## src/valu_pkg.sv

```systemverilog
package valu_pkg;

    localparam int DATA_W_DEF = 64;
    localparam int ADDR_W_DEF = 32;
    localparam int VL_W_DEF   = 8;
    localparam int PIPE_LAT   = 2;           // Request to response, in cycles

    typedef enum logic [1:0] {SEW8, SEW16, SEW32, SEW64} sew_e;

    typedef enum logic [2:0] {OP_IVV = 3'd0, OP_MVV = 3'd2} op_mnr_e;

    // IVV and MVV share the code space, so codes repeat across the two groups
    typedef logic [5:0] func_e;

    localparam func_e FN_ADD     = 6'h00;
    localparam func_e FN_SUB     = 6'h02;
    localparam func_e FN_MINU    = 6'h04;
    localparam func_e FN_MIN     = 6'h05;
    localparam func_e FN_MAXU    = 6'h06;
    localparam func_e FN_MAX     = 6'h07;
    localparam func_e FN_AND     = 6'h09;
    localparam func_e FN_OR      = 6'h0a;
    localparam func_e FN_XOR     = 6'h0b;

    localparam func_e FN_REDSUM  = 6'h00;
    localparam func_e FN_REDAND  = 6'h01;
    localparam func_e FN_REDOR   = 6'h02;
    localparam func_e FN_REDXOR  = 6'h03;
    localparam func_e FN_REDMINU = 6'h04;
    localparam func_e FN_REDMIN  = 6'h05;
    localparam func_e FN_REDMAXU = 6'h06;
    localparam func_e FN_REDMAX  = 6'h07;

    typedef enum logic [3:0] {
        ALU_ADD, ALU_SUB, ALU_AND, ALU_OR, ALU_XOR,
        ALU_MINU, ALU_MIN, ALU_MAXU, ALU_MAX
    } alu_op_e;

    function automatic logic [63:0] sew_mask(sew_e sew);
        case (sew)
            SEW8:    return 64'h0000_0000_0000_00ff;
            SEW16:   return 64'h0000_0000_0000_ffff;
            SEW32:   return 64'h0000_0000_ffff_ffff;
            default: return 64'hffff_ffff_ffff_ffff;
        endcase
    endfunction

    // One element operation, operands right aligned in a 64-bit container
    function automatic logic [63:0] elem_op(alu_op_e op, sew_e sew, logic [63:0] a,
                                            logic [63:0] b);
        logic [63:0] mask;
        logic [63:0] sign;
        logic        lt_u;
        logic        lt_s;
        logic [63:0] r;
        mask = sew_mask(sew);
        sign = mask ^ (mask >> 1);           // Top bit of the element
        lt_u = (a & mask) < (b & mask);
        lt_s = ((a ^ sign) & mask) < ((b ^ sign) & mask);  // Offset binary compare
        case (op)
            ALU_ADD:  r = a + b;
            ALU_SUB:  r = a - b;
            ALU_AND:  r = a & b;
            ALU_OR:   r = a | b;
            ALU_XOR:  r = a ^ b;
            ALU_MINU: r = lt_u ? a : b;
            ALU_MIN:  r = lt_s ? a : b;
            ALU_MAXU: r = lt_u ? b : a;
            ALU_MAX:  r = lt_s ? b : a;
            default:  r = a;
        endcase
        return r & mask;
    endfunction

endpackage

```

## src/valu_decode.sv

```systemverilog
`timescale 1ns/1ps

module valu_decode (
    input  logic                req_valid,
    input  valu_pkg::op_mnr_e   req_op_mnr,
    input  valu_pkg::func_e     req_func_id,
    output logic                elem_valid,
    output logic                red_valid,
    output valu_pkg::alu_op_e   op
);

    logic legal;

    always_comb begin
        legal = 1'b1;
        op    = valu_pkg::ALU_ADD;
        case (req_op_mnr)
            valu_pkg::OP_IVV: begin
                case (req_func_id)
                    valu_pkg::FN_ADD:  op = valu_pkg::ALU_ADD;
                    valu_pkg::FN_SUB:  op = valu_pkg::ALU_SUB;
                    valu_pkg::FN_MINU: op = valu_pkg::ALU_MINU;
                    valu_pkg::FN_MIN:  op = valu_pkg::ALU_MIN;
                    valu_pkg::FN_MAXU: op = valu_pkg::ALU_MAXU;
                    valu_pkg::FN_MAX:  op = valu_pkg::ALU_MAX;
                    valu_pkg::FN_AND:  op = valu_pkg::ALU_AND;
                    valu_pkg::FN_OR:   op = valu_pkg::ALU_OR;
                    valu_pkg::FN_XOR:  op = valu_pkg::ALU_XOR;
                    default:           legal = 1'b0;
                endcase
            end
            valu_pkg::OP_MVV: begin
                case (req_func_id)
                    valu_pkg::FN_REDSUM:  op = valu_pkg::ALU_ADD;
                    valu_pkg::FN_REDAND:  op = valu_pkg::ALU_AND;
                    valu_pkg::FN_REDOR:   op = valu_pkg::ALU_OR;
                    valu_pkg::FN_REDXOR:  op = valu_pkg::ALU_XOR;
                    valu_pkg::FN_REDMINU: op = valu_pkg::ALU_MINU;
                    valu_pkg::FN_REDMIN:  op = valu_pkg::ALU_MIN;
                    valu_pkg::FN_REDMAXU: op = valu_pkg::ALU_MAXU;
                    valu_pkg::FN_REDMAX:  op = valu_pkg::ALU_MAX;
                    default:              legal = 1'b0;
                endcase
            end
            default: legal = 1'b0;
        endcase
        elem_valid = req_valid & legal & (req_op_mnr == valu_pkg::OP_IVV);
        red_valid  = req_valid & legal & (req_op_mnr == valu_pkg::OP_MVV);
    end

endmodule

```

## config.mk

```make
export PLATFORM = sky130hd
export DESIGN_NAME = valu_decode
export DESIGN_NICKNAME = d
export VERILOG_FILES = /design/src/valu_pkg.sv /design/src/valu_decode.sv
export SDC_FILE = /design/constraint.sdc
export NUM_CORES = 1
export LEC_CHECK = 0
export BUFFER_PORTS_ARGS = -buffer_cell sky130_fd_sc_hd__buf_2
export CORE_AREA = 2 2 39 41
export DETAILED_ROUTE_END_ITERATION = 7
export DIE_AREA = 0 0 41 43
export GPL_TIMING_DRIVEN = 0
export PLACE_DENSITY_LB_ADDON = 0.2
export SLEW_MARGIN = 15
export SYNTH_ARGS = -nofsm -noshare
export SYNTH_HDL_FRONTEND = slang
export SYNTH_SLANG_ARGS = --single-unit
```

## constraint.sdc

```tcl
create_clock -name vclk -period 0.93
set_input_delay 0.0465 -clock vclk [all_inputs]
set_output_delay 0.0465 -clock vclk [all_outputs]
set_load 0.03 [all_outputs]
```

==> flow_summary.yaml, run 1 <==
critical_path:
  critPathRequiredTime_ns: 0.88
  arrival_ns: 1.19
  path_max_fanout: 5
  crit_type: "in -> out"
  crit_path_end: "elem_valid"
  critPathCaptureType: "primary output"
  critPathLaunchType: "primary input"
  cp-startpoint: "req_op_mnr[2]"
global_routing:
  grt_max_degree: 9
  grt_pass1_wl_microns: 738
  grt_usage: 0.0570
  overflow: 0
  antenna_found_initial: 0
  grt_pass1_vias: 183
sta:
  fmax_ghz: 0.810
  period_needed_ns: 1.23
  hold_viol: 0
  fin_crit_sh: 1.33
  rsz0062_at_grt: "true"
  holdWs_ns: 0.441
  setup_viol: 6
  relSlewSlack: 0.787
  setup_ws_ns: -0.304
  slew_violations: 0
  tightestPinTransition_ns: 0.317
cells_and_area:
  areaGrowthSynthToFinish_pct: 121
  n_fill_cell: 159
  seqCellArea_sq_um: 0
  design_area_sq_um: 332
  clock_buffers: 0
  layout-drive-gt1-share: 0.711
  fin_nets: 50
  seq_cell_count: 0
  antenna_cells: 0
power:
  p_leak_nw: 0.139
  p_total_w: 0.0000955
  peakVddDrop_uv: 143
  p_per_area_nw_per_um2: 288
floorplanning:
  start_util: 0.108
  die_height_microns: 43
  rows: 14
  core_area_sq_um: 1380
  io_pins: 16
  die_x_microns: 41
  die_area_sq_um: 1760
synth:
  muxShareOfSynthArea: 0
  syn_inst: 22
  synth-seq-area-share: 0
  syn_area_sq_um: 150
  synth-xor-area-share: 0.117
  synth_top_family_by_area: "simple AND/OR/NAND/NOR gates"
  yosys.area_share.adder: 0
  synth-compound-area-share: 0.133
  yosys.area.top_type: "xnor2_1"
  synth_top_area_frac: 0.117
  synth.area.top_cells: "xnor2_1 (12%), nor3_1 (10%), nor4b_2 (10%)"
  yosys.area_share.simple: 0.717
  syn_area_per_cell_sq_um: 6.82
  synth_nets: 32
  yosysUniqueCellTypes: 15
  ys_warn_count: 0
placed_design:
  globalplace.congestion: 0.604
  place_area_sq_um: 282
  portBuffers: 15
  preCtsSetupSlack_ns: -0.384
run:
  max_cap_viol_count: 0
min_path:
  hp-class: "in -> out"
detailed_routing:
  drt_wl_total_microns: 474
  vias: 224
  vias_per_cell: 4.15
  drc: 0
  routedWlPerCell_microns: 8.78
  drtAntennaViolNets: 0
  drt_iter0_markers: 1
  firstDrtPassIters: 2
clocking:
  hold_buffers: 0
status:
  outcome: "finished with violations"
  violations: "negative setup slack"
## layout by cell type, fill, tap and decap left out
cell type / count
nor3_1: 1
o21ai_1: 1
nor3_4: 2
nor4b_4: 1
nand2_1: 1
nor2_1: 3
buf_4: 3
nand3b_1: 1
nand2b_4: 1
nor3_2: 1
a21oi_2: 2
nand2_2: 1
o21ai_0: 1
or4_4: 1
or3_1: 1
and4b_2: 1
xnor2_1: 2
buf_6: 5
buf_2: 9
## report_power, final
group	total [W]	switching [W]	internal (W)
Sequential	0	0	0
Clock	0	0	0
Combinational	0.0000955	0.0000527	0.0000428
## cell families (layout without fill, tap and decap cells)
kind of cell	Yosys count	after routing
compound gates	4	4
xor+xnor	2	2
buf+inv	1	17
simple gates	15	15
## per-layer routing
layer,vias to the layer above,track usage,wire length (microns)
li1,113,-,-
met1,97,0.0921,221
met2,14,0.0781,175
met3,0,0.0157,77
met4,0,0,0
met5,-,0,0
## cell type report
class	count	area, sq um	share of cell area
Multi-Input combinational cell	21	188	0.566
Timing Repair Buffer	16	119	0.358
Tap cell	16	20.0	0.0604
Buffer	1	5.00	0.0151
## timing repair
item / 4_1_cts / 5_1_grt
setup buffers: 1 / 0
resized for setup: 13 / 0
gates cloned: 0 / 0
endpoints found under the setup margin: 6 / 6
pin swaps: 3 / 1
## worst max-delay path: stages
cell	delay (ns)
buf_6	0.09
or4_4	0.58
a21oi_2	0.12
and4b_2	0.23
buf_6	0.13
## stage by stage
stage	std cells	setup TNS, ns	utilization
3_3_place_gp	53	-1.76	0.203
2_1_floorplan	22	-1.04	-
6_report	54	-1.50	0.240
4_1_cts	54	-1.56	0.240
5_1_grt	54	-1.71	0.240
3_5_place_dp	53	-1.77	0.203
## cell usage after synthesis (all sizes together)
cell type,count
nand3b,1
and4b,1
nor2,3
nor3,4
or3,1
buf,1
nor4b,1
nand2,2
o21ai,2
a21oi,2
or4,1
nand2b,1
xnor2,2
## worst min-delay path by stage
stage,depth (start not counted),start,slack [ns],endpoint
after floorplan,1,req_func_id[0],0.14,op[0]
after global placement,4,req_valid,0.46,red_valid
after detailed placement,3,req_func_id[0],0.46,op[0]
after CTS,3,req_func_id[0],0.44,op[0]
after global routing,3,req_func_id[0],0.46,op[0]
final,3,req_func_id[0],0.44,op[0]
No activity file was read; power rests on OpenSTA's default activity.
==> run 2: changes to the inputs <==
Settings changed: PLACE_DENSITY_LB_ADDON 0.2 to unset.
Clock period 0.93 ns to 1.5 ns, I/O delays scaled along.
==> run 2 against run 1 <==
Worst hold slack better by 0.053 ns; routed wire length is 6.3% lower; largest power group unchanged; the flow now finishes without violations; via count shrank 7.6%; die area did not move; highest routed layer unchanged; critical path depth unchanged; sequential share of layout area unchanged; worst setup slack gained 0.46 ns; power down 52%.
==> flow_summary.yaml, run 2 (same netlist as run 1, synthesis figures left out) <==
cells_and_area:
  areaGrowthSynthToFinish_pct: 66.7
  layout-drive-gt1-share: 0.568
  multi_input_area_sq_um: 150
  clock_buffers: 0
  antenna_cells: 0
  mostFrequentLayoutCells: "buf_2 (16), nor2_1 (3)"
  seqCellArea_sq_um: 0
  layout_commonest_cell: "buf_2"
  fin_nets: 49
  seq_cell_count: 0
  n_fill_cell: 159
detailed_routing:
  drt_wl_total_microns: 444
  firstDrtPassIters: 4
  drt_iter0_markers: 5
  vias: 207
  vias_per_cell: 3.91
  drtAntennaViolNets: 0
  routedWlPerCell_microns: 8.38
  drc: 0
critical_path:
  crit_type: "in -> out"
  critPathRequiredTime_ns: 1.42
  crit_path_top_delay_cell: "or4_4"
  arrival_ns: 1.27
  path_cells: "buf_2, or4_4, nand2b_4, nor3_2, buf_2"
  path_max_fanout: 5
  critPathCaptureType: "primary output"
  slowest_delay_ns: 0.56
  critPathLaunchType: "primary input"
  cp-startpoint: "req_func_id[5]"
  cpMostUsedCell: "buf_2"
  crit_path_end: "op[1]"
floorplanning:
  rows: 14
  io_pins: 16
  core_area_sq_um: 1380
  die_height_microns: 43
  die_x_microns: 41
  die_area_sq_um: 1760
  start_util: 0.108
sta:
  setup_tns_ns: 0
  tightestPinTransition_ns: 0.219
  fin_crit_sh: 0.894
  slew_violations: 0
  holdWs_ns: 0.494
  rsz0062_at_grt: "false"
  period_needed_ns: 1.34
  fmax_ghz: 0.746
  relSlewSlack: 0.853
  hold_viol: 0
  setup_viol: 0
power:
  p_per_area_nw_per_um2: 184
  peakVddDrop_uv: 43.0
  p_leak_nw: 0.122
run:
  max_cap_viol_count: 0
placed_design:
  portBuffers: 15
  globalplace.congestion: 0.679
global_routing:
  use_met3: 0.00524
  overflow: 0
  grt_max_degree: 9
  antenna_found_initial: 0
  grt_pass1_vias: 172
  grt_pass1_wl_microns: 696
  met2_usage: 0.0906
  busiest_layer: "met2"
  use_met1: 0.0665
  grt_usage: 0.0509
status:
  outcome: "completed"
clocking:
  cts_resized: 0
  hold_buffers: 0
  cts_setup_buffers: 0
min_path:
  hp-class: "in -> out"
-- run 2: changes by cell type in the layout (fill, tap and decap cells not counted), moves of 2 or more --
cell     before  now
nor3_4        2    0
a21oi_1       0    2
buf_2         9   16
buf_6         5    0
buf_4         3    0
a21oi_2       2    0
-- run 2: worst min path at each step --
stage,depth (start not counted),from,slack [ns],end
6_report,3,req_func_id[0],0.49,op[0]
5_1_grt,3,req_func_id[0],0.51,op[0]
4_1_cts,3,req_func_id[0],0.50,op[0]
3_5_place_dp,3,req_func_id[0],0.50,op[0]
3_3_place_gp,3,req_func_id[0],0.50,op[0]
2_1_floorplan,1,req_func_id[0],0.22,op[0]
-- run 2: final cells by class --
class | instances | area share
Buffer | 1 | 0.0200
Tap cell | 16 | 0.0800
Timing Repair Buffer | 15 | 0.300
Multi-Input combinational cell | 21 | 0.600
-- run 2: power by group --
part           internal (W)  switching [W]
Combinational     0.0000212      0.0000248
Sequential                0              0
Clock                     0              0
Total             0.0000212      0.0000248
-- run 2: stage by stage --
stage               total power (W)  worst slack [ns]  std cells   util  area, sq um
floorplan                 0.0000251            0.0853         22      -          155
global placement          0.0000462             0.133         53  0.181          250
detailed placement        0.0000463             0.146         53  0.181          250
CTS                       0.0000464             0.146         53  0.181          250
global route              0.0000511             0.101         53  0.181          250
finish                    0.0000460             0.159         53  0.181          250
-- run 2: routing by layer --
layer | routed length [microns] | vias to the layer above
li1 | - | 112
met1 | 155 | 88
met2 | 241 | 7
met3 | 48 | 0
met4 | 0 | 0
met5 | 0 | -
-- run 2: worst max-delay path: cells and delay by family --
| kind | cells | cell delay, ns |
|---|---|---|
| buffers and inverters | 2 | 0.31 |
| and+or+nand+nor | 3 | 0.88 |
==> run 3: changes to the inputs <==
==> constraint.sdc (replaced) <==
create_clock -name vclk -period 1.5
set_input_delay 0.075 -clock vclk [all_inputs]
set_output_delay 0.075 -clock vclk [all_outputs]
set_load 0.02 [all_outputs]
==> run 3 against run 2 <==
Final area down 2.0%; sequential share of layout area unchanged; combinational power shrank 4%; highest routed layer unchanged; critical endpoint unchanged; fmax up 2.6%; worst setup slack better by 0.034 ns; die area did not move; routed wire length decreased by 5.4%; flip-flop and latch count unchanged; count of clock-buffer cells in the layout did not move; worst hold slack got worse by 0.012 ns; non-clock buffer count unchanged; largest power group unchanged; global-route usage decreased by 0.30 points.
==> flow_summary.yaml, run 3 (same netlist as run 1, synthesis figures left out) <==
power:
  p_leak_nw: 0.120
  p_total_w: 0.0000443
  p_per_area_nw_per_um2: 181
  peakVddDrop_uv: 39.0
run:
  max_cap_viol_count: 0
cells_and_area:
  clock_buffers: 0
  layout-drive-gt1-share: 0.541
  seq_cell_count: 0
  seqCellArea_sq_um: 0
  mostFrequentLayoutCells: "buf_2 (16), nor2_1 (3), nor3_1 (3)"
  antenna_cells: 0
  multi_input_area_sq_um: 145
  fin_nets: 49
  areaGrowthSynthToFinish_pct: 63.3
  n_fill_cell: 170
  layout_commonest_cell: "buf_2"
floorplanning:
  die_area_sq_um: 1760
  io_pins: 16
  core_area_sq_um: 1380
  rows: 14
  die_height_microns: 43
  start_util: 0.108
  die_x_microns: 41
detailed_routing:
  drt_iter0_markers: 2
  vias: 204
  drtAntennaViolNets: 0
  firstDrtPassIters: 2
  drt_wl_total_microns: 420
  drc: 0
  vias_per_cell: 3.85
  routedWlPerCell_microns: 7.92
global_routing:
  grt_usage: 0.0480
  grt_pass1_vias: 155
  grt_pass1_wl_microns: 655
  overflow: 0
  antenna_found_initial: 0
  grt_max_degree: 9
clocking:
  hold_buffers: 0
  cts_setup_buffers: 0
  cts_resized: 0
min_path:
  hp-class: "in -> out"
  min-delay-start: "req_func_id[0]"
sta:
  setup_ws_ns: 0.193
  tightestPinTransition_ns: 0.221
  setup_tns_ns: 0
  slew_violations: 0
  hold_viol: 0
  relSlewSlack: 0.852
  setup_viol: 0
  period_needed_ns: 1.31
  rsz0062_at_grt: "false"
  fmax_ghz: 0.765
  fin_crit_sh: 0.872
critical_path:
  path_max_fanout: 5
  crit_type: "in -> out"
  critPathCaptureType: "primary output"
  critPathRequiredTime_ns: 1.42
  arrival_ns: 1.23
  path_cells: "buf_2, or4_4, nand2b_4, nor3_2, buf_2"
  cpMostUsedCell: "buf_2"
  cp-startpoint: "req_func_id[5]"
  crit_path_top_delay_cell: "or4_4"
  slowest_delay_ns: 0.56
  critPathLaunchType: "primary input"
status:
  outcome: "completed"
placed_design:
  portBuffers: 15
  globalplace.congestion: 0.601
  preCtsSetupSlack_ns: 0.173
  dpl.hpwl_microns: 378
-- run 3: cell types whose count changed in the layout (fill, tap and decap cells not counted) --
cell / previous run / this run
nor3_2: 2 / 1
nor3_1: 2 / 3
-- run 3: through the flow --
stage	utilization	std cells	area, sq um	hold WS [ns]
floorplan	-	22	150	0.239
global placement	0.177	53	245	0.489
detailed placement	0.177	53	245	0.488
CTS	0.177	53	245	0.488
global route	0.177	53	245	0.506
finish	0.177	53	245	0.482
-- run 3: report_power, final --
group          leakage, nW   total, W  switching, W  internal (W)
sequential               0          0             0             0
combinational        0.120  0.0000443     0.0000232     0.0000211
clock                    0          0             0             0
-- run 3: path summary, 6_finish.rpt --
| check | to | slack [ns] | depth (start not counted) |
|---|---|---|---|
| max | op[1] | 0.19 | 5 |
| min | op[0] | 0.48 | 3 |
-- run 3: layout make-up --
| type | count | area share |
|---|---|---|
| Multi-Input combinational cell | 21 | 0.592 |
| Timing Repair Buffer | 15 | 0.306 |
| Buffer | 1 | 0.0204 |
| Tap cell | 16 | 0.0816 |
-- run 3: per-layer routing --
layer / share of wire / track usage
met5: 0 / 0
met4: 0 / 0
met3: 0.11 / 0
met2: 0.41 / 0.0750
met1: 0.48 / 0.0759
-- run 3: worst max-delay path: cells and delay by family --
| kind | cells | cell delay, ns |
|---|---|---|
| AND/OR/NAND/NOR | 3 | 0.88 |
| buffers and inverters | 2 | 0.27 |
